<file path="config.mk">
export PLATFORM = sky130hd
export DESIGN_NAME = iq_capture_seq
export DESIGN_NICKNAME = d
export VERILOG_FILES = /design/src/side_ch_ctrl_pkg.sv /design/src/side_ch_data_pkg.sv /design/src/iq_capture_seq.sv
export SDC_FILE = /design/constraint.sdc
export NUM_CORES = 1
export LEC_CHECK = 0
export BUFFER_PORTS_ARGS = -buffer_cell sky130_fd_sc_hd__clkbuf_2
export CORE_ASPECT_RATIO = 1.2
export CORE_MARGIN = 5
export CORE_UTILIZATION = 51
export CTS_CLUSTER_DIAMETER = 80
export DETAILED_ROUTE_END_ITERATION = 16
export GPL_TIMING_DRIVEN = 0
export PLACE_DENSITY = 0.87
export SLEW_MARGIN = 0
export SYNTH_ARGS = -nofsm -noshare
export SYNTH_HDL_FRONTEND = slang
export SYNTH_SLANG_ARGS = --single-unit
</file>
<file path="constraint.sdc">
create_clock -name clk -period 4.7 [get_ports clk]
set_input_delay 0.94 -clock clk [delete_from_list [all_inputs] [get_ports clk]]
set_output_delay 0.94 -clock clk [all_outputs]
set_load 0.01 [all_outputs]
</file>
<file path="src/side_ch_ctrl_pkg.sv">
// control encodings for the IQ capture path: trigger codes, sources, start modes, sequencer states
package side_ch_ctrl_pkg;

	// write to this register address kicks an auto start
	localparam int REG_ADDR_WIDTH = 5;
	localparam logic [REG_ADDR_WIDTH-1:0] LEN_REG_ADDR = 5'd2;

	// numbering kept from the full trigger map, gaps are unused codes
	typedef enum logic [4:0] {
		TRIG_FCS_OR_FREE = 5'd0,
		TRIG_FCS_OK = 5'd1,
		TRIG_FCS_BAD = 5'd2,
		TRIG_LONG_PREAMBLE = 5'd8,
		TRIG_SHORT_PREAMBLE = 5'd9,
		TRIG_RSSI_RISE = 5'd10,
		TRIG_RSSI_FALL = 5'd11,
		TRIG_AGC_LOCK_TO_UNLOCK = 5'd12,
		TRIG_AGC_UNLOCK_TO_LOCK = 5'd13,
		TRIG_GAIN_RISE = 5'd14,
		TRIG_GAIN_FALL = 5'd15
	} trigger_sel_e;

	typedef enum logic [1:0] {
		SRC_RX = 2'd0,
		SRC_TX_INTF = 2'd2
	} iq_source_e;

	// code 0 is treated as off as well
	typedef enum logic [1:0] {
		START_AUTO = 2'd1,
		START_EXT = 2'd2,
		START_OFF = 2'd3
	} start_mode_e;

	typedef enum logic [1:0] {
		IQ_WAIT = 2'd0,
		IQ_PREPARE = 2'd1,
		IQ_HEADER = 2'd2,
		IQ_STREAM = 2'd3
	} iq_state_e;

endpackage

</file>
<file path="src/side_ch_data_pkg.sv">
// sample, word and status types plus buffer sizes, shared by every stage of the IQ capture path
package side_ch_data_pkg;

	localparam int IQ_DATA_WIDTH = 16;
	localparam int RSSI_HALF_DB_WIDTH = 11; // signed, half dB steps
	localparam int GPIO_STATUS_WIDTH = 8; // lock bit on top, gain below
	localparam int TSF_TIMER_WIDTH = 64;
	localparam int DMA_DATA_WIDTH = 64;

	localparam int IQ_ADDR_WIDTH = 10;
	localparam int IQ_BUF_DEPTH = 1 << IQ_ADDR_WIDTH;

	localparam int DMA_COUNT_WIDTH = 14;
	// 65507 byte UDP payload / 8 bytes per word
	localparam int MAX_NUM_DMA_SYMBOL_UDP = 8188;

	typedef struct packed {
		logic signed [IQ_DATA_WIDTH-1:0] i;
		logic signed [IQ_DATA_WIDTH-1:0] q;
	} iq_sample_t;

	// upper half is either the second sample or rssi and gpio status
	typedef struct packed {
		logic [DMA_DATA_WIDTH/2-1:0] hi;
		iq_sample_t lo;
	} iq_word_t;

	typedef struct packed {
		logic lock;
		logic [GPIO_STATUS_WIDTH-2:0] gain;
	} agc_status_t;

endpackage

</file>
<file path="src/iq_capture_seq.sv">
// capture FSM: on trig rewinds into the ring buffer, checks dma room, sends tsf header then the words
`timescale 1ns/1ps

module iq_capture_seq (
	input logic clk,
	input logic rstn,
	input logic iq_capture,
	input logic trig,
	input logic iq_strobe,
	input logic [side_ch_data_pkg::IQ_ADDR_WIDTH-1:0] waddr,
	output logic [side_ch_data_pkg::IQ_ADDR_WIDTH-1:0] raddr,
	input side_ch_data_pkg::iq_word_t rd_word,
	input logic [side_ch_data_pkg::TSF_TIMER_WIDTH-1:0] tsf_runtime_val,
	input logic [side_ch_data_pkg::DMA_COUNT_WIDTH-1:0] pre_trigger_len,
	input logic [side_ch_data_pkg::DMA_COUNT_WIDTH-1:0] iq_len_target,
	input logic [side_ch_data_pkg::DMA_COUNT_WIDTH-1:0] m_axis_data_count,
	output side_ch_data_pkg::iq_word_t side_info,
	output logic side_info_valid
);
	import side_ch_data_pkg::*;
	import side_ch_ctrl_pkg::*;

	iq_state_e state;
	logic [IQ_ADDR_WIDTH-1:0] raddr_q;
	logic [IQ_ADDR_WIDTH-1:0] raddr_nxt;
	logic [DMA_COUNT_WIDTH-1:0] count;
	logic [TSF_TIMER_WIDTH-1:0] tsf_lock;
	logic [DMA_COUNT_WIDTH+1:0] words_needed;
	logic room_ok;
	logic accept;

	assign accept = iq_capture && (state == IQ_WAIT) && trig;

	// fifo fill plus header plus payload has to fit one udp datagram
	assign words_needed = {2'b00, m_axis_data_count} + {2'b00, iq_len_target} + 1'b1;
	assign room_ok = words_needed <= (DMA_COUNT_WIDTH+2)'(MAX_NUM_DMA_SYMBOL_UDP);

	// look-ahead address so rd_word already holds mem[raddr_q] on every cycle
	always_comb begin
		raddr_nxt = raddr_q;
		if (accept)
			raddr_nxt = waddr - pre_trigger_len[IQ_ADDR_WIDTH-1:0];
		else if (iq_capture && state == IQ_STREAM && iq_strobe)
			raddr_nxt = raddr_q + 1'b1;
	end
	assign raddr = raddr_nxt;

	always_ff @(posedge clk) begin
		if (!rstn) begin
			state <= IQ_WAIT;
			raddr_q <= '0;
			count <= '0;
		end else begin
			raddr_q <= raddr_nxt;
			if (!iq_capture) begin
				state <= IQ_WAIT;
			end else begin
				case (state)
					IQ_WAIT: begin
						count <= '0;
						if (trig)
							state <= IQ_PREPARE;
					end
					IQ_PREPARE: state <= room_ok ? IQ_HEADER : IQ_WAIT; // drop if no room
					IQ_HEADER: state <= (iq_len_target == '0) ? IQ_WAIT : IQ_STREAM;
					IQ_STREAM: begin
						if (iq_strobe) begin
							count <= count + 1'b1;
							if (count == iq_len_target - 1'b1)
								state <= IQ_WAIT;
						end
					end
					default: state <= IQ_WAIT;
				endcase
			end
		end
	end

	always_ff @(posedge clk) begin
		if (accept)
			tsf_lock <= tsf_runtime_val;
	end

	always_comb begin
		side_info = rd_word;
		side_info_valid = 1'b0;
		if (iq_capture && state == IQ_HEADER) begin
			side_info = iq_word_t'(tsf_lock);
			side_info_valid = 1'b1;
		end else if (iq_capture && state == IQ_STREAM) begin
			side_info_valid = iq_strobe; // one word per source strobe
		end
	end

endmodule

</file>
==> summary.txt <==
Worst setup path
  – Setup crit end kind: primary output
  – Worst EP required: 3760 ps
  – Startpoint Class: primary input
  – Critical path arrival: 2800 ps
  – Worst-path fanout max: 10
  – WS Path Type: primary input to primary output

Finish
  – Fin area: roughly 7200 sq um
  – Synthesis-to-layout area growth: 32.0%
  – Post-layout util: 68.7%
  – Layout cells sized above 1: between 40% and 50%
  – Antenna diodes: 0
  – # nets final: 978

Synthesis
  – Top cell type's share of synthesized area: 35.1%
  – Synth warn: 0
  – Ys flop type: edfxtp_1
  – Synth Area per Inst: around 11 sq um
  – Synth unique cells: 60
  – Synthesized area: 5470 sq um
  – Post-synth EDFFs: 64
  – Asr flop ratio synth: 0%
  – #FFs+latches synth: 90
  – Post-synth top area cell: edfxtp_1
  – Mapped Cells: 500
  – Synth top cells by count: mux2_2 (65), edfxtp_1 (64), nand2_1 (33), nor2_1 (27)
  – Post-synthesis net count: approximately 710
  – Synth top area cells: edfxtp_1 (35%), mux2_2 (13%), dfxtp_1 (9.5%), ha_1 (5.9%), xnor2_1 (3.7%)
  – Most common cell in the netlist: mux2_2
  – Register area share after synthesis: between 40% and 50%

Route
  – First drt pass iteration count: 4
  – Vias after detailed routing: 5000
  – Number of remaining DRC errors: 0
  – Post-DRT Antenna Nets: 0
  – First-iteration detailed-routing DRC count: 275
  – DRT Wirelength: 16300 um
  – DR WL/cell: 18.2 um
  – Post-DR vias/cell: 5.56

Place
  – Post-DP Area: 6910 sq um
  – HPWL after detailed placement: ~14000 um
  – Routability-driven placement congestion ratio: 0.884
  – Port bufs: ~250

Timing
  – F_max: roughly 270 MHz
  – RSZ-0062 raised after global routing: false
  – Slew @ Worst Pin: 621 ps
  – # setup viols final: 0
  – Final max-slew violation count: 0
  – Relative slew slack: 58.6%
  – Worst Hold Margin: 526 ps
  – Crit share post-route: about four fifths
  – Fin crit period: between 3000 and 4000 ps
  – Worst Skew: 9.07 ps
  – Setup TNS: 0 ps
  – Fin. Hold Viols: 0

Floorplan
  – Die Area: 12900 sq um
  – I/O pin total: 260
  – Die Y: 123 um
  – FP Rows: 41
  – Starting Density: 52.0%
  – Core area: 10500 sq um
  – Chip Width: 105 um

Clock network
  – Hold_buf cts: 0
  – Worst-path clk slew: 60 ps
  – Num CTS Buffers: 9
  – CTS-repair resized insts: 0
  – Clock Path Buffers: 2
  – Sinks on Clock Net: 90
  – Worst-Skew Late Latency: 350 ps
  – Root Driver: clkbuf_16
  – CTS tree: built
  – H-tree depth: 3
  – Postcts setup bufs: 0

Global routing
  – Total track usage: between 20% and 30%
  – Pin count of the biggest net entering global routing: 72
  – Global route total overflow: 0
  – Antenna violations before repair: 3
  – Number of global-route vias before repair: 4994
  – Global-route wire length before repair: 24500 um

Pwr
  – Leakage power: 3.21 nW
  – PwrDens: 274 nW/um^2
  – Max IR drop VDD: 0.000195 V

Run
  – Max Cap Viol: 0

Outcome
  – Outcome: complete, no violations

Min path
  – Hold Crit Class: flip-flop to flip-flop
where the power goes:
part | total (mW) | switching (mW) | internal, mW
Combinational | 0.388 | 0.203 | 0.185
Clock | 0.697 | 0.325 | 0.372
Sequential | 0.897 | 0.0122 | 0.885
kinds of logic after synthesis:
kind of cell,synth area share [%]
simple gates,14.8
flops,44.6
compound gates,9.92
mux,14.1
xor+xnor,7.36
buf+inv,2.83
fa+ha+maj,6.31
critical path, stage by stage:
cell and delay (ps):
clkbuf_1 160, nand3b_1 160, clkbuf_1 450, clkbuf_1 540, mux2_2 410, clkbuf_2 140
state kept, by name, indices dropped and copies added (netlist names):
register / count
tsf_lock: 64
count: 14
raddr_q: 10
state: 2
placed cells by master, fill, tap and decap left out, drive strengths merged, types with 3 or more instances in the layout:
cell / n
a211oi: 7
a21o: 4
a21oi: 17
a311oi: 3
a31o: 3
a31oi: 4
and2: 9
and3: 10
buf: 4
clkbuf: 282
dfxtp: 26
edfxtp: 64
ha: 26
inv: 21
mux2: 66
mux2i: 3
nand2: 33
nand2b: 4
nand3: 11
nand4: 16
nand4b: 3
nor2: 27
nor2b: 5
nor3: 11
nor4: 5
o211ai: 4
o21a: 6
o21ai: 19
or3: 5
xnor2: 23
xor2: 23
cell type report:
| cell class | count | area (sq um) |
|---|---|---|
| fill | 774 | 3290 |
| sequential | 90 | 2440 |
| buffer | 22 | 91.3 |
| tap | 129 | 161 |
| inverter | 17 | 65.1 |
| multi-input combinational | 371 | 2880 |
| clock buffer | 9 | 225 |
| timing repair buffer | 255 | 1300 |
| clock inverter | 7 | 65.1 |
path summary, 6_finish.rpt:
| kind | from | to | slack [ps] | cells after the start |
|---|---|---|---|---|
| max | iq_capture | side_info[57] | 960 | 6 |
| min reg2reg | count[8] | count[8] | 530 | 2 |
| max reg2reg | state[0] | raddr_q[3] | 2470 | 8 |
| min | count[8] | count[8] | 530 | 2 |
per-stage QoR:
| step | setup WS, ps | instances | total power [mW] |
|---|---|---|---|
| 6_report | 959 | 900 | 1.98 |
| 2_1_floorplan | 1160 | 500 | 1.13 |
| 3_3_place_gp | 609 | 883 | 1.28 |
| 5_1_grt | 847 | 900 | 2.06 |
| 4_1_cts | 576 | 899 | 1.99 |
| 3_5_place_dp | 567 | 883 | 1.30 |
layer usage:
metal | vias up | GRT usage (%) | routed length, um
li1 | 2405 | - | -
met1 | 2340 | 26.0 | 6060
met2 | 215 | 43.9 | 8520
met3 | 34 | 7.83 | 1260
met4 | 6 | 7.94 | 450
met5 | - | 0 | 46
Note: power is estimated with default switching activity, not from simulation.
