===== config.mk =====
export PLATFORM = sky130hd
export DESIGN_NAME = iq_trigger_detect
export DESIGN_NICKNAME = d
export VERILOG_FILES = /design/src/side_ch_ctrl_pkg.sv /design/src/side_ch_data_pkg.sv /design/src/iq_trigger_detect.sv
export SDC_FILE = /design/constraint.sdc
export NUM_CORES = 1
export LEC_CHECK = 0
export BUFFER_PORTS_ARGS = -buffer_cell sky130_fd_sc_hd__buf_2
export CORE_MARGIN = 8
export CORE_UTILIZATION = 45
export DETAILED_ROUTE_END_ITERATION = 7
export MAX_ROUTING_LAYER = met4
export PLACE_DENSITY = 0.8
export SKIP_LAST_GASP = 1
export SLEW_MARGIN = 20
export SYNTH_ARGS = -nofsm -noshare
export SYNTH_HDL_FRONTEND = slang
export SYNTH_SLANG_ARGS = --single-unit

===== constraint.sdc =====
create_clock -name clk -period 1.4 [get_ports clk]
set_input_delay 0 -clock clk [delete_from_list [all_inputs] [get_ports clk]]
set_output_delay 0 -clock clk [all_outputs]
set_load 0.01 [all_outputs]

===== src/side_ch_ctrl_pkg.sv =====
// control encodings for the IQ capture path: trigger codes, sources, start modes, sequencer states
package side_ch_ctrl_pkg;

	// write to this register address kicks an auto start
	localparam int REG_ADDR_WIDTH = 5;
	localparam logic [REG_ADDR_WIDTH-1:0] LEN_REG_ADDR = 5'd2;

	// numbering kept from the full trigger map, gaps are unused codes
	typedef enum logic [4:0] {
		TRIG_FCS_OR_FREE = 5'd0,
		TRIG_FCS_OK = 5'd1,
		TRIG_FCS_BAD = 5'd2,
		TRIG_LONG_PREAMBLE = 5'd8,
		TRIG_SHORT_PREAMBLE = 5'd9,
		TRIG_RSSI_RISE = 5'd10,
		TRIG_RSSI_FALL = 5'd11,
		TRIG_AGC_LOCK_TO_UNLOCK = 5'd12,
		TRIG_AGC_UNLOCK_TO_LOCK = 5'd13,
		TRIG_GAIN_RISE = 5'd14,
		TRIG_GAIN_FALL = 5'd15
	} trigger_sel_e;

	typedef enum logic [1:0] {
		SRC_RX = 2'd0,
		SRC_TX_INTF = 2'd2
	} iq_source_e;

	// code 0 is treated as off as well
	typedef enum logic [1:0] {
		START_AUTO = 2'd1,
		START_EXT = 2'd2,
		START_OFF = 2'd3
	} start_mode_e;

	typedef enum logic [1:0] {
		IQ_WAIT = 2'd0,
		IQ_PREPARE = 2'd1,
		IQ_HEADER = 2'd2,
		IQ_STREAM = 2'd3
	} iq_state_e;

endpackage


===== src/side_ch_data_pkg.sv =====
// sample, word and status types plus buffer sizes, shared by every stage of the IQ capture path
package side_ch_data_pkg;

	localparam int IQ_DATA_WIDTH = 16;
	localparam int RSSI_HALF_DB_WIDTH = 11; // signed, half dB steps
	localparam int GPIO_STATUS_WIDTH = 8; // lock bit on top, gain below
	localparam int TSF_TIMER_WIDTH = 64;
	localparam int DMA_DATA_WIDTH = 64;

	localparam int IQ_ADDR_WIDTH = 10;
	localparam int IQ_BUF_DEPTH = 1 << IQ_ADDR_WIDTH;

	localparam int DMA_COUNT_WIDTH = 14;
	// 65507 byte UDP payload / 8 bytes per word
	localparam int MAX_NUM_DMA_SYMBOL_UDP = 8188;

	typedef struct packed {
		logic signed [IQ_DATA_WIDTH-1:0] i;
		logic signed [IQ_DATA_WIDTH-1:0] q;
	} iq_sample_t;

	// upper half is either the second sample or rssi and gpio status
	typedef struct packed {
		logic [DMA_DATA_WIDTH/2-1:0] hi;
		iq_sample_t lo;
	} iq_word_t;

	typedef struct packed {
		logic lock;
		logic [GPIO_STATUS_WIDTH-2:0] gain;
	} agc_status_t;

endpackage


===== src/iq_trigger_detect.sv =====
// picks one rx event (fcs, preamble, rssi, agc or gain edge) and turns it into a one-cycle trig pulse
`timescale 1ns/1ps

module iq_trigger_detect (
	input logic clk,
	input logic rstn,
	input logic iq_capture,
	input side_ch_ctrl_pkg::trigger_sel_e trigger_select,
	input logic free_run,
	input logic fcs_in_strobe,
	input logic fcs_ok,
	input logic long_preamble_detected,
	input logic short_preamble_detected,
	input logic signed [side_ch_data_pkg::RSSI_HALF_DB_WIDTH-1:0] rssi_half_db,
	input logic signed [side_ch_data_pkg::RSSI_HALF_DB_WIDTH-1:0] rssi_th,
	input side_ch_data_pkg::agc_status_t gpio_status,
	input logic [side_ch_data_pkg::GPIO_STATUS_WIDTH-2:0] gain_th,
	output logic trig
);
	import side_ch_data_pkg::*;
	import side_ch_ctrl_pkg::*;

	logic signed [RSSI_HALF_DB_WIDTH-1:0] rssi_q;
	agc_status_t gpio_q;
	logic rssi_rise;
	logic rssi_fall;
	logic agc_lock_to_unlock;
	logic agc_unlock_to_lock;
	logic gain_rise;
	logic gain_fall;
	logic trig_sel;

	always_ff @(posedge clk) begin
		if (!rstn) begin
			rssi_q <= '0;
			gpio_q <= '0;
			rssi_rise <= 1'b0;
			rssi_fall <= 1'b0;
			agc_lock_to_unlock <= 1'b0;
			agc_unlock_to_lock <= 1'b0;
			gain_rise <= 1'b0;
			gain_fall <= 1'b0;
			trig <= 1'b0;
		end else begin
			trig <= iq_capture & trig_sel; // no stale pulse once capture stops
			if (iq_capture) begin
				rssi_q <= rssi_half_db;
				gpio_q <= gpio_status;
				rssi_rise <= (rssi_q < rssi_th) && (rssi_half_db >= rssi_th);
				rssi_fall <= (rssi_q >= rssi_th) && (rssi_half_db < rssi_th);
				agc_lock_to_unlock <= gpio_q.lock && !gpio_status.lock;
				agc_unlock_to_lock <= !gpio_q.lock && gpio_status.lock;
				gain_rise <= (gpio_q.gain < gain_th) && (gpio_status.gain >= gain_th);
				gain_fall <= (gpio_q.gain >= gain_th) && (gpio_status.gain < gain_th);
			end
		end
	end

	// strobes go straight in, level crossings come from the registered flags
	always_comb begin
		case (trigger_select)
			TRIG_FCS_OR_FREE: trig_sel = fcs_in_strobe | free_run;
			TRIG_FCS_OK: trig_sel = fcs_in_strobe & fcs_ok;
			TRIG_FCS_BAD: trig_sel = fcs_in_strobe & !fcs_ok;
			TRIG_LONG_PREAMBLE: trig_sel = long_preamble_detected;
			TRIG_SHORT_PREAMBLE: trig_sel = short_preamble_detected;
			TRIG_RSSI_RISE: trig_sel = rssi_rise;
			TRIG_RSSI_FALL: trig_sel = rssi_fall;
			TRIG_AGC_LOCK_TO_UNLOCK: trig_sel = agc_lock_to_unlock;
			TRIG_AGC_UNLOCK_TO_LOCK: trig_sel = agc_unlock_to_lock;
			TRIG_GAIN_RISE: trig_sel = gain_rise;
			TRIG_GAIN_FALL: trig_sel = gain_fall;
			default: trig_sel = fcs_in_strobe;
		endcase
	end

endmodule


==> flow_summary_export.csv <==
group,metric,value,unit
worst_hold_path,worstHoldPathType,"primary input to flip-flop",
route,via_per_inst,5.20,
final_layout,fin_nets,379,
timing,rsz0062_at_grt,"yes",
route,routed_wl,4.69,mm
logic_synthesis,synth_area,1940,um2
logic_synthesis,muxShareOfSynthArea,12.8,%
worst_setup_path,worst_r2r_path_depth,6,
worst_setup_path,crit_start,"gpio_q[1]",
floorplan,rows,24,
worst_setup_path,cp_max_fo,2,
clock_tree,clk_pin_slew_worst_paths,100,ps
power,p_per_area,757,nW/um2
route,drtAntennaViolNets,0,
logic_synthesis,ys_warn_count,0,
logic_synthesis,synth_common_cells,"36 x ha_1, 26 x dfxtp_1, 26 x inv_1",
worst_setup_path,reg2reg_slack,-120,ps
timing,layout_worst_path_cycle_share,109,%
worst_setup_path,end_kind,"flip-flop",
final_layout,utilization,62.4,%
global_routing,grt_pass1_vias,1785,
placement,hpwl,3.64,mm
logic_synthesis,yosys.area.top_type_share,26.8,%
floorplan,io_pins,51,
clock_tree,numCtsBuffers,3,
timing,fin_ws,-125,ps
logic_synthesis,synth.distinct_cells,35,
timing,finalCriticalPeriod,1520,ps
logic_synthesis,ys_top_cells_by_area,"dfxtp_1 27%, ha_1 23%, mux2i_1 10%",
route,drt_iter0_markers,73,
timing,finalHoldViolations,0,
worst_setup_path,max_stage_delay,470,ps
worst_setup_path,crit_arrival,1740,ps
floorplan,dieArea,6680,um2
run,cap_violations,0,
logic_synthesis,synth-edff-count,0,
logic_synthesis,async_reset_ff_share,0,%
logic_synthesis,synth_compound_area_share,12.0,%
floorplan,start_util,45.6,%
placement,place_congestion,0.893,
floorplan,die_h,81.7,um
final_layout,drive_gt1_share,31.8,%
worst_hold_path,min_from,"rssi_half_db[5]",
logic_synthesis,synth_xor_area_share,0,%
timing,maxSlewHeadroom,80.1,%
logic_synthesis,syn_inst,221,
clock_tree,cts_sinks,26,
logic_synthesis,synthAdderAreaFrac,23.2,%
worst_setup_path,slowest_stage,"or4_1",
clock_tree,clk_path_buf_depth,2,
logic_synthesis,synth_nets,307,
logic_synthesis,avgSynthCellArea,8.79,um2
global_routing,grt_antenna_before_repair,0,
worst_setup_path,crit_required,1620,ps
logic_synthesis,synthFlopType,"dfxtp_1",
worst_hold_path,hold_end,"rssi_q[5]",
timing,tns,-255,ps
worst_setup_path,worstSetupPathType,"flip-flop to flip-flop",
timing,fmaxAchievable,656,MHz
route,dr.pass1.iters,4,
route,via_count,1789,
final_layout,multi_input_area,1440,um2
global_routing,overflow,0,
global_routing,grt_max_degree,17,
route,wl_per_cell,13.6,um
clock_tree,cts_max_level,1,
final_layout,area.growth.synth_to_final,37.0,%
final_layout,n_antenna_cell,0,
logic_synthesis,yosys.area_share.simple,18.5,%
timing,setup_violations,3,
worst_setup_path,timing.rr.start,"gpio_q[1]",
global_routing,grtUsageTotal,14.4,%
timing,tightestPinTransition,299,ps
power,irDropWorstVdd,0.000742,V
worst_setup_path,r2r_end,"gain_rise",
worst_setup_path,critPathLaunchType,"flip-flop",
floorplan,core,4260,um2
logic_synthesis,yosysSeqAreaShare,26.8,%
outcome,status,"finished, violations left",
global_routing,grt_pass1_wl,7.58,mm
timing,slew_violations,0,
power,p_leak,0.00129,uW
clock_tree,clock_latency,280,ps
logic_synthesis,synth_top_family_by_area,"adder cells",
logic_synthesis,synth_top_area_cell,"dfxtp_1",
final_layout,seq_area,531,um2
clock_tree,tritoncts,"yes",
worst_hold_path,min_path_cells,3,
logic_synthesis,yosysMostFrequentCell,"ha_1",
timing,finalClockSkew,9.73,ps
worst_setup_path,worstPathCellList,"ha_4, nor2b_4, o21ai_2, a21oi_2, or4_1, o21ai_1",
final_layout,fill_cells,388,
route,drc,0,
logic_synthesis,ys_ff_latch,26,
floorplan,die_w,81.7,um
outcome,violations,"negative setup slack",
placement,numPortBuffers,50,
clock_tree,cts-root-buf,"clkbuf_8",
-- critical path: cells and delay by family, from the launching register on --
family,cells,cell delay (ps)
compound gates,3,330
fa+ha+maj,1,200
flops,1,360
simple gates,2,590
-- placed cells by master (no fill, tap or decap), types with 2 or more instances in the layout --
cell type      count
a21oi_1           13
a21oi_2            3
and4_1             2
buf_2             50
buf_4              7
clkbuf_8           3
dfxtp_1           18
dfxtp_2            8
dlygate4sd3_1     14
ha_1              28
ha_4               8
inv_1             26
mux2_2             2
mux2i_1           20
nand2_1           10
nand2b_1           2
nand3_1            4
nand3b_1           8
nand4_1            5
nor2_1            24
nor2b_1            3
nor4_1             2
o211ai_1           2
o21ai_0            3
o21ai_1            6
or4_1              2
-- where the power goes --
part	switching (uW)	internal (uW)	leakage [uW]
Clock	251	383	0.0000357
Combinational	269	298	0.00104
Sequential	29.7	786	0.000217
-- routing by layer --
metal  share of wire (%)  global-route usage, %
met3                 6.9                   3.28
met5                   0                      -
met4                0.77                   2.81
met1                  47                   18.3
met2                  45                   22.8
-- logic make-up (layout without fill, tap and decap cells) --
group / after synthesis / in the layout
AND/OR/NAND/NOR: 68 / 68
AO/OA/AOI/OAI: 37 / 37
adder cells (fa/ha/maj): 36 / 36
buffers and inverters: 31 / 102
flip-flops: 26 / 26
multiplexers: 23 / 23
-- cell type report --
type	count	share of cell area [%]
inverters	26	3.67
flip-flops and latches	26	19.9
repair buffers	72	17.4
clock buffers	3	1.55
multi-input cells	164	53.9
clock inverters	1	1.13
well taps	52	2.44
-- registers in the layout (all words and copies together), names as in the netlist --
signal	count
rssi_q	11
gain_rise	1
agc_unlock_to_lock	1
agc_lock_to_unlock	1
gain_fall	1
gpio_q	8
rssi_rise	1
rssi_fall	1
trig	1
-- worst max path at each step --
stage / to / slack (ps) / cells past startpoint
2_1_floorplan: gain_rise / -30 / 6
3_3_place_gp: gain_rise / -80 / 6
3_5_place_dp: gain_rise / -110 / 6
4_1_cts: gain_rise / -120 / 6
5_1_grt: rssi_fall / -170 / 6
6_report: gain_rise / -120 / 6
-- what timing repair did --
action	in CTS	in global routing
hold buffers	14	0
pin swaps	1	5
endpoints found under the hold margin	14	0
endpoints found under the setup margin	3	4
buffers inserted	0	1
gates resized for setup	5	8
-- per-stage QoR --
step | hold WS [ps] | instances | setup slack, ps | power (uW) | area [um2]
2_1_floorplan | 147 | 221 | -33.0 | 1140 | 2040
3_3_place_gp | 252 | 325 | -83.5 | 1310 | 2380
3_5_place_dp | 267 | 325 | -113 | 1330 | 2380
4_1_cts | 2.29 | 343 | -121 | 2000 | 2620
5_1_grt | 1.54 | 344 | -174 | 2120 | 2660
6_report | 2.48 | 344 | -125 | 2020 | 2660
No activity file was read; power rests on OpenSTA's default activity.
