[config.mk]
export PLATFORM = sky130hd
export DESIGN_NAME = dma_start_ctrl
export DESIGN_NICKNAME = d
export VERILOG_FILES = /design/src/side_ch_ctrl_pkg.sv /design/src/side_ch_data_pkg.sv /design/src/dma_start_ctrl.sv
export SDC_FILE = /design/constraint.sdc
export NUM_CORES = 1
export LEC_CHECK = 0
export BUFFER_PORTS_ARGS = -buffer_cell sky130_fd_sc_hd__buf_2
export CORE_MARGIN = 5
export CORE_UTILIZATION = 24
export CTS_CLUSTER_SIZE = 20
export DETAILED_ROUTE_END_ITERATION = 10
export PLACE_DENSITY = 0.86
export SYNTH_ARGS = -nofsm -noshare
export SYNTH_HDL_FRONTEND = slang
export SYNTH_SLANG_ARGS = --single-unit
[constraint.sdc]
create_clock -name clk -period 2.25 [get_ports clk]
set_clock_uncertainty 0.1 [all_clocks]
set_input_delay 0.45 -clock clk [delete_from_list [all_inputs] [get_ports clk]]
set_output_delay 0.45 -clock clk [all_outputs]
set_load 0.01 [all_outputs]
[src/side_ch_ctrl_pkg.sv]
// control encodings for the IQ capture path: trigger codes, sources, start modes, sequencer states
package side_ch_ctrl_pkg;

	// write to this register address kicks an auto start
	localparam int REG_ADDR_WIDTH = 5;
	localparam logic [REG_ADDR_WIDTH-1:0] LEN_REG_ADDR = 5'd2;

	// numbering kept from the full trigger map, gaps are unused codes
	typedef enum logic [4:0] {
		TRIG_FCS_OR_FREE = 5'd0,
		TRIG_FCS_OK = 5'd1,
		TRIG_FCS_BAD = 5'd2,
		TRIG_LONG_PREAMBLE = 5'd8,
		TRIG_SHORT_PREAMBLE = 5'd9,
		TRIG_RSSI_RISE = 5'd10,
		TRIG_RSSI_FALL = 5'd11,
		TRIG_AGC_LOCK_TO_UNLOCK = 5'd12,
		TRIG_AGC_UNLOCK_TO_LOCK = 5'd13,
		TRIG_GAIN_RISE = 5'd14,
		TRIG_GAIN_FALL = 5'd15
	} trigger_sel_e;

	typedef enum logic [1:0] {
		SRC_RX = 2'd0,
		SRC_TX_INTF = 2'd2
	} iq_source_e;

	// code 0 is treated as off as well
	typedef enum logic [1:0] {
		START_AUTO = 2'd1,
		START_EXT = 2'd2,
		START_OFF = 2'd3
	} start_mode_e;

	typedef enum logic [1:0] {
		IQ_WAIT = 2'd0,
		IQ_PREPARE = 2'd1,
		IQ_HEADER = 2'd2,
		IQ_STREAM = 2'd3
	} iq_state_e;

endpackage

[src/side_ch_data_pkg.sv]
// sample, word and status types plus buffer sizes, shared by every stage of the IQ capture path
package side_ch_data_pkg;

	localparam int IQ_DATA_WIDTH = 16;
	localparam int RSSI_HALF_DB_WIDTH = 11; // signed, half dB steps
	localparam int GPIO_STATUS_WIDTH = 8; // lock bit on top, gain below
	localparam int TSF_TIMER_WIDTH = 64;
	localparam int DMA_DATA_WIDTH = 64;

	localparam int IQ_ADDR_WIDTH = 10;
	localparam int IQ_BUF_DEPTH = 1 << IQ_ADDR_WIDTH;

	localparam int DMA_COUNT_WIDTH = 14;
	// 65507 byte UDP payload / 8 bytes per word
	localparam int MAX_NUM_DMA_SYMBOL_UDP = 8188;

	typedef struct packed {
		logic signed [IQ_DATA_WIDTH-1:0] i;
		logic signed [IQ_DATA_WIDTH-1:0] q;
	} iq_sample_t;

	// upper half is either the second sample or rssi and gpio status
	typedef struct packed {
		logic [DMA_DATA_WIDTH/2-1:0] hi;
		iq_sample_t lo;
	} iq_word_t;

	typedef struct packed {
		logic lock;
		logic [GPIO_STATUS_WIDTH-2:0] gain;
	} agc_status_t;

endpackage

[src/dma_start_ctrl.sv]
// dma start pulse from a length register write or an external trigger, and output gating by mode
`timescale 1ns/1ps

module dma_start_ctrl (
	input logic clk,
	input logic rstn,
	input side_ch_ctrl_pkg::start_mode_e start_mode,
	input logic slv_reg_wren_signal,
	input logic [side_ch_ctrl_pkg::REG_ADDR_WIDTH-1:0] axi_awaddr_core,
	input logic m_axis_start_ext_trigger,
	input side_ch_data_pkg::iq_word_t side_info,
	input logic side_info_valid,
	output logic m_axis_start_1trans,
	output side_ch_data_pkg::iq_word_t data_to_ps,
	output logic data_to_ps_valid
);
	import side_ch_ctrl_pkg::*;

	logic len_wr;
	logic len_wr_q;
	logic len_wr_q1;
	logic auto_start;
	logic mode_on;

	assign len_wr = slv_reg_wren_signal && (axi_awaddr_core == LEN_REG_ADDR);

	always_ff @(posedge clk) begin
		if (!rstn) begin
			len_wr_q <= 1'b0;
			len_wr_q1 <= 1'b0;
			auto_start <= 1'b0;
		end else begin
			len_wr_q <= len_wr;
			len_wr_q1 <= len_wr_q;
			auto_start <= len_wr_q && !len_wr_q1; // first cycle of the write only
		end
	end

	always_comb begin
		case (start_mode)
			START_AUTO: m_axis_start_1trans = auto_start;
			START_EXT: m_axis_start_1trans = m_axis_start_ext_trigger;
			default: m_axis_start_1trans = 1'b0;
		endcase
	end

	assign mode_on = (start_mode == START_AUTO || start_mode == START_EXT);
	assign data_to_ps_valid = mode_on & side_info_valid;
	assign data_to_ps = mode_on ? side_info : '0;

endmodule

==> impl_metrics.csv, run 1 <==
group,metric,value,unit
clocking,clk_pin_slew,0.04,ns
floorplanning,rows,18,
pwr,p_leak,0.869,nW
sta,fin_crit_sh,89.3,%
floorplanning,io_pins,142,
layout,n_fill_cell,254,
global_route,grt.overflow.total,0,
worst_setup_path,critical-path-top-delay-family,"buffers and inverters",
job,cap_violations,0,
global_route,grt_usage,13.2,%
global_route,grt_max_degree,39,
global_route,grt_pass1_vias,948,
floorplanning,start_util,24.6,%
synthesis,synth_top_family_by_area,"simple AND/OR/NAND/NOR gates",
worst_setup_path,crit_path_end_kind,"primary output",
layout,antenna_cells,0,
synthesis,ys_warn_count,0,
synthesis,synth_cells,86,
sta,setup-violations-final,0,
run_status,outcome,"finished clean",
layout,final_net_count,305,
route,viasPerCell,3.97,
route,first_iter_violations,19,
synthesis,synth_area,598,µm²
layout,instances_no_fill,256,
clocking,postCtsHoldBufs,0,
layout,post_route_cells_drive_above_1_share,65.5,%
sta,hold_viol_final,0,
sta,maxSlewHeadroom,87.9,%
synthesis,syn-num-nets,164,
placement,io_buffers,141,
sta,fmax,0.498,GHz
pwr,power.total,0.000455,W
worst_setup_path,crit_type,"in2out",
sta,setup_tns,0,ns
synthesis,yosys.area_share.adder,4.18,%
floorplanning,die_w,59.9,µm
worst_setup_path,r2r_slack,1.51,ns
placement,routabilityCongestion,0.690,
worst_setup_path,cp_num_buf_inv,4,
pwr,power-per-cell-area,333,nW/µm²
clocking,ctsResizeCount,0,
clocking,postCtsSetupBuffers,0,
route,vias,1017,
worst_setup_path,startpoint_type,"input pin",
worst_setup_path,worstPathArrival,1.46,ns
placement,dp.cells,252,
clocking,cts_root_buffer,"clkbuf_4",
synthesis,synth.mux.area_fraction,0,%
worst_setup_path,crit_top_cell,"buf_2",
route,wl_per_cell,10.9,µm
sta,fin_crit,2.01,ns
synthesis,yosys.area_share.simple,76.2,%
worst_setup_path,cpPeakStageDelay,0.36,ns
global_route,antenna_found_initial,0,
synthesis,yosys_register_bits,3,
clocking,cts_buffer_depth,2,
floorplanning,die_area,3590,µm²
sta,final_max_slew_viol_count,0,
synthesis,ys_seq_area_share,10.0,%
clocking,cts_sinks,3,
worst_setup_path,cp_data_required_time,1.70,ns
floorplanning,core-area,2430,µm²
route,firstDrtPassIters,4,
route,antenna_left,0,
synthesis,synth_xor_area_share,0,%
clocking,numCtsBuffers,3,
worst_setup_path,crit_slowest_cell,"ha_2",
clocking,ctsHtreeMaxLevel,1,
global_route,grt_pass1_wl,3780,µm
placement,placed_area,1340,µm²
sta,rsz0062_at_grt,"false",
synthesis,avgSynthCellArea,6.95,µm²
worst_setup_path,worstPathCellList,"buf_2 -> inv_1 -> ha_2 -> buf_12 -> and2b_1 -> buf_2",
placement,hpwl,2540,µm
route,wirelength,2790,µm
worst_setup_path,path_max_fanout,38,
route,post-route-drc-count,0,
sta,tightest_slew,0.180,ns
synthesis,yosysUniqueCellTypes,14,
pwr,vdd.ir_drop.worst,0.257,mV
synthesis,synth_compound_gate_area_share,1.26,%
clocking,cts_tree,"built",
floorplanning,die_h,59.9,µm
hold_path,hold_class,"reg2reg",
layout,postLayoutCellArea,1370,µm²
clocking,clock_latency,0.23,ns
layout,area_delta_synth_final,129,%
-- sequential cells by signal (all words and copies together) (netlist names) --
name,flops
len_wr_q1,1
auto_start,1
len_wr_q,1
-- worst reg2reg max path, stage by stage, from the launching register on --
cell	delay, ns
dfxtp_1	0.28
and2_1	0.13
nor2b_1	0.12
-- logic make-up (layout without fill, tap and decap cells) --
kind of cell	count (synthesis)	after routing
AND/OR/NAND/NOR	71	71
buffers and inverters	9	149
flip-flops	3	3
adder cells (fa/ha/maj)	2	2
AO/OA/AOI/OAI	1	1
-- layer usage --
layer / track usage (%) / routed length (µm) / up-vias / share of wire, %
met2: 26.9 / 1520 / 70 / 55
met5: 0 / 0 / - / 0
met3: 3.46 / 472 / 0 / 17
li1: - / - / 536 / -
met4: 3.80 / 0 / 0 / 0
met1: 12.6 / 791 / 411 / 28
-- cell type report --
| class | instances | area [µm²] | area share, % |
|---|---|---|---|
| repair buffers | 143 | 746 | 54.5 |
| multi-input cells | 74 | 490 | 35.9 |
| inverters | 2 | 7.51 | 0.549 |
| clock buffers | 4 | 26.3 | 1.92 |
| flip-flops and latches | 3 | 60.1 | 4.39 |
| well taps | 30 | 37.5 | 2.74 |
-- where the power goes --
part | switching, W | internal (W) | total [W]
registers | 0.0000000529 | 0.0000537 | 0.0000538
clock network | 0.0000269 | 0.0000664 | 0.0000933
logic | 0.000147 | 0.000162 | 0.000308
-- metrics by stage --
| step | hold WS [ns] | setup WS [ns] | util, % |
|---|---|---|---|
| global route | 0.278 | 0.186 | 56.2 |
| global placement | 0.273 | 0.249 | 55.1 |
| floorplan | 0.267 | 0.407 | - |
| CTS | 0.275 | 0.236 | 56.2 |
| finish | 0.279 | 0.241 | 56.2 |
| detailed placement | 0.283 | 0.236 | 55.1 |
-- synth_stat cells (all sizes together) --
master	number	share of area, %
buf	5	5.9
clkbuf	2	1.3
and2b	6	7.5
ha	2	4.2
inv	2	1.3
dfxtp	3	10
nand2	1	0.63
nor2	1	0.63
nor4	1	2.1
a22oi	1	1.3
or3b	1	1.5
nor2b	60	63
and2	1	1.0
-- path summary, 6_finish.rpt --
check	endpoint	from	depth (start not counted)
worst max register to register	auto_start$_SDFF_PN0_	len_wr_q$_SDFF_PN0_	2
worst min-delay path	auto_start$_SDFF_PN0_	len_wr_q1$_SDFF_PN0_	1
worst max-delay path	data_to_ps[62]	start_mode[0]	6
worst min register to register	auto_start$_SDFF_PN0_	len_wr_q1$_SDFF_PN0_	1
-- cell usage in the layout, fill, tap and decap left out --
master	instances
buf_2	141
nor2b_1	60
and2b_1	6
dfxtp_1	3
clkbuf_4	3
inv_1	2
buf_12	2
a22oi_1	1
nor2_1	1
nand2_1	1
or3b_1	1
nor4_2	1
and2_1	1
ha_2	1
ha_1	1
clkbuf_1	1
Note: power is estimated with default switching activity, not from simulation.
==> run 2: changes to the inputs <==
- CTS_BUF_LIST: default -> sky130_fd_sc_hd__clkbuf_16
==> run 2 against run 1 <==
Compared with the run above:
- register-to-register slack hardly changed
- critical path depth stayed put
- count of clock-buffer cells in the layout is 1 lower
- core utilization is 2.2 points higher
- total power is 40% higher
- first-iteration DRC count is 42% higher
- global-route usage is 0.26 points higher
- via count stayed put
- combinational power hardly changed
- sequential share of layout area is 0.16 points lower
- final area is 3.8% higher
- maximum frequency stayed put
- largest power group unchanged
- highest routed layer unchanged
==> impl_metrics.csv, run 2 (synthesis gave the netlist of run 1 again) <==
group,metric,value,unit
clocking,cts_root_buffer,"clkbuf_16",
global_route,grt_max_degree,39,
route,viasPerCell,3.97,
sta,fin_crit_sh,89.3,%
layout,area_delta_synth_final,137,%
floorplanning,io_pins,142,
worst_setup_path,crit_path_end_kind,"primary output",
pwr,p_leak,0.896,nW
worst_setup_path,worstPathArrival,1.46,ns
floorplanning,die_w,59.9,µm
run_status,outcome,"finished clean",
worst_setup_path,crit_type,"in2out",
floorplanning,rows,18,
clocking,cts_tree,"built",
hold_path,min_from,"len_wr_q1$_SDFF_PN0_",
placement,hpwl,2540,µm
floorplanning,start_util,24.6,%
clocking,ctsResizeCount,0,
pwr,power.total,0.000638,W
sta,setup_tns,0,ns
route,wirelength,2810,µm
pwr,vdd.ir_drop.worst,0.506,mV
route,post-route-drc-count,0,
global_route,grt_pass1_vias,956,
floorplanning,die_h,59.9,µm
route,first_iter_violations,27,
worst_setup_path,path_max_fanout,38,
sta,final_max_slew_viol_count,0,
clocking,postCtsHoldBufs,0,
layout,mostFrequentLayoutCell,"buf_2",
layout,final_cell_mix,"141 x buf_2, 60 x nor2b_1, 6 x and2b_1",
route,vias,1017,
sta,hold_viol_final,0,
layout,antenna_cells,0,
worst_setup_path,cp_data_required_time,1.70,ns
clocking,postCtsSetupBuffers,0,
worst_setup_path,r2r_slack,1.50,ns
global_route,grt_pass1_wl,3840,µm
layout,post_route_cells_drive_above_1_share,65.5,%
route,antenna_left,0,
worst_setup_path,startpoint_type,"input pin",
floorplanning,die_area,3590,µm²
sta,maxSlewHeadroom,87.8,%
placement,io_buffers,141,
sta,setup-violations-final,0,
global_route,grt.overflow.total,0,
pwr,power-per-cell-area,449,nW/µm²
global_route,antenna_found_initial,0,
clocking,numCtsBuffers,3,
layout,final_net_count,305,
clocking,clock_latency,0.22,ns
worst_setup_path,startpoint,"start_mode[0]",
sta,fin_crit,2.01,ns
sta,tightest_slew,0.181,ns
worst_setup_path,reg2reg_from,"len_wr_q$_SDFF_PN0_",
layout,n_fill_cell,249,
route,firstDrtPassIters,4,
clocking,cts_sinks,3,
clocking,clk_pin_slew,0.03,ns
floorplanning,core-area,2430,µm²
layout,reg_top3,"auto_start: 1 flops, len_wr_q: 1 flops, len_wr_q1: 1 flops",
route,wl_per_cell,11.0,µm
clocking,cts_buffer_depth,2,
sta,rsz0062_at_grt,"false",
clocking,ctsHtreeMaxLevel,1,
global_route,grt_usage,13.5,%
placement,routabilityCongestion,0.690,
sta,fmax,0.498,GHz
hold_path,hold_class,"reg2reg",
job,cap_violations,0,
[run 2: changes by cell type in the layout (fill, tap and decap cells not counted)]
| cell | delta |
|---|---|
| clkbuf_1 | -1 |
| clkbuf_16 | +3 |
| clkbuf_4 | -3 |
| inv_1 | +1 |
[run 2: where the power goes]
part           leakage, nW  internal (W)  total (W)  switching, W
Sequential          0.0242     0.0000538  0.0000539  0.0000000587
Combinational        0.829      0.000162   0.000308      0.000147
Clock               0.0423      0.000229   0.000276     0.0000470
[run 2: stage by stage]
| step | setup WS, ns | hold WS [ns] | instance area (µm²) | cells | util (%) |
|---|---|---|---|---|---|
| 6_report | 0.241 | 0.288 | 1420 | 256 | 58.4 |
| 2_1_floorplan | 0.407 | 0.267 | 598 | 86 | - |
| 4_1_cts | 0.236 | 0.293 | 1420 | 256 | 58.4 |
| 5_1_grt | 0.186 | 0.297 | 1420 | 256 | 58.4 |
| 3_3_place_gp | 0.249 | 0.273 | 1340 | 252 | 55.1 |
| 3_5_place_dp | 0.236 | 0.283 | 1340 | 252 | 55.1 |
[run 2: final timing paths]
kind | to | cells after the start
worst max register to register | auto_start$_SDFF_PN0_ | 2
worst max-delay path | data_to_ps[62] | 6
worst min register to register | auto_start$_SDFF_PN0_ | 1
worst min-delay path | auto_start$_SDFF_PN0_ | 1
[run 2: area by class of cell]
cell class	count	area [µm²]	share of cell area, %
Tap cell	30	37.5	2.64
Sequential cell	3	60.1	4.23
Timing Repair Buffer	143	746	52.5
Clock inverter	1	3.75	0.264
Multi-Input combinational cell	74	490	34.5
Inverter	2	7.51	0.529
Clock buffer	3	75.1	5.29
[run 2: worst max-delay path: stages]
cell and delay (ns):
buf_2 0.09, inv_1 0.04, ha_2 0.36, buf_12 0.19, and2b_1 0.19, buf_2 0.13
[run 2: metal layers]
metal	routed length [µm]	vias to the layer above	global-route usage, %
met4	0	0	3.80
li1	-	535	-
met1	804	412	12.8
met3	471	0	4.10
met5	0	-	0
met2	1540	70	27.0
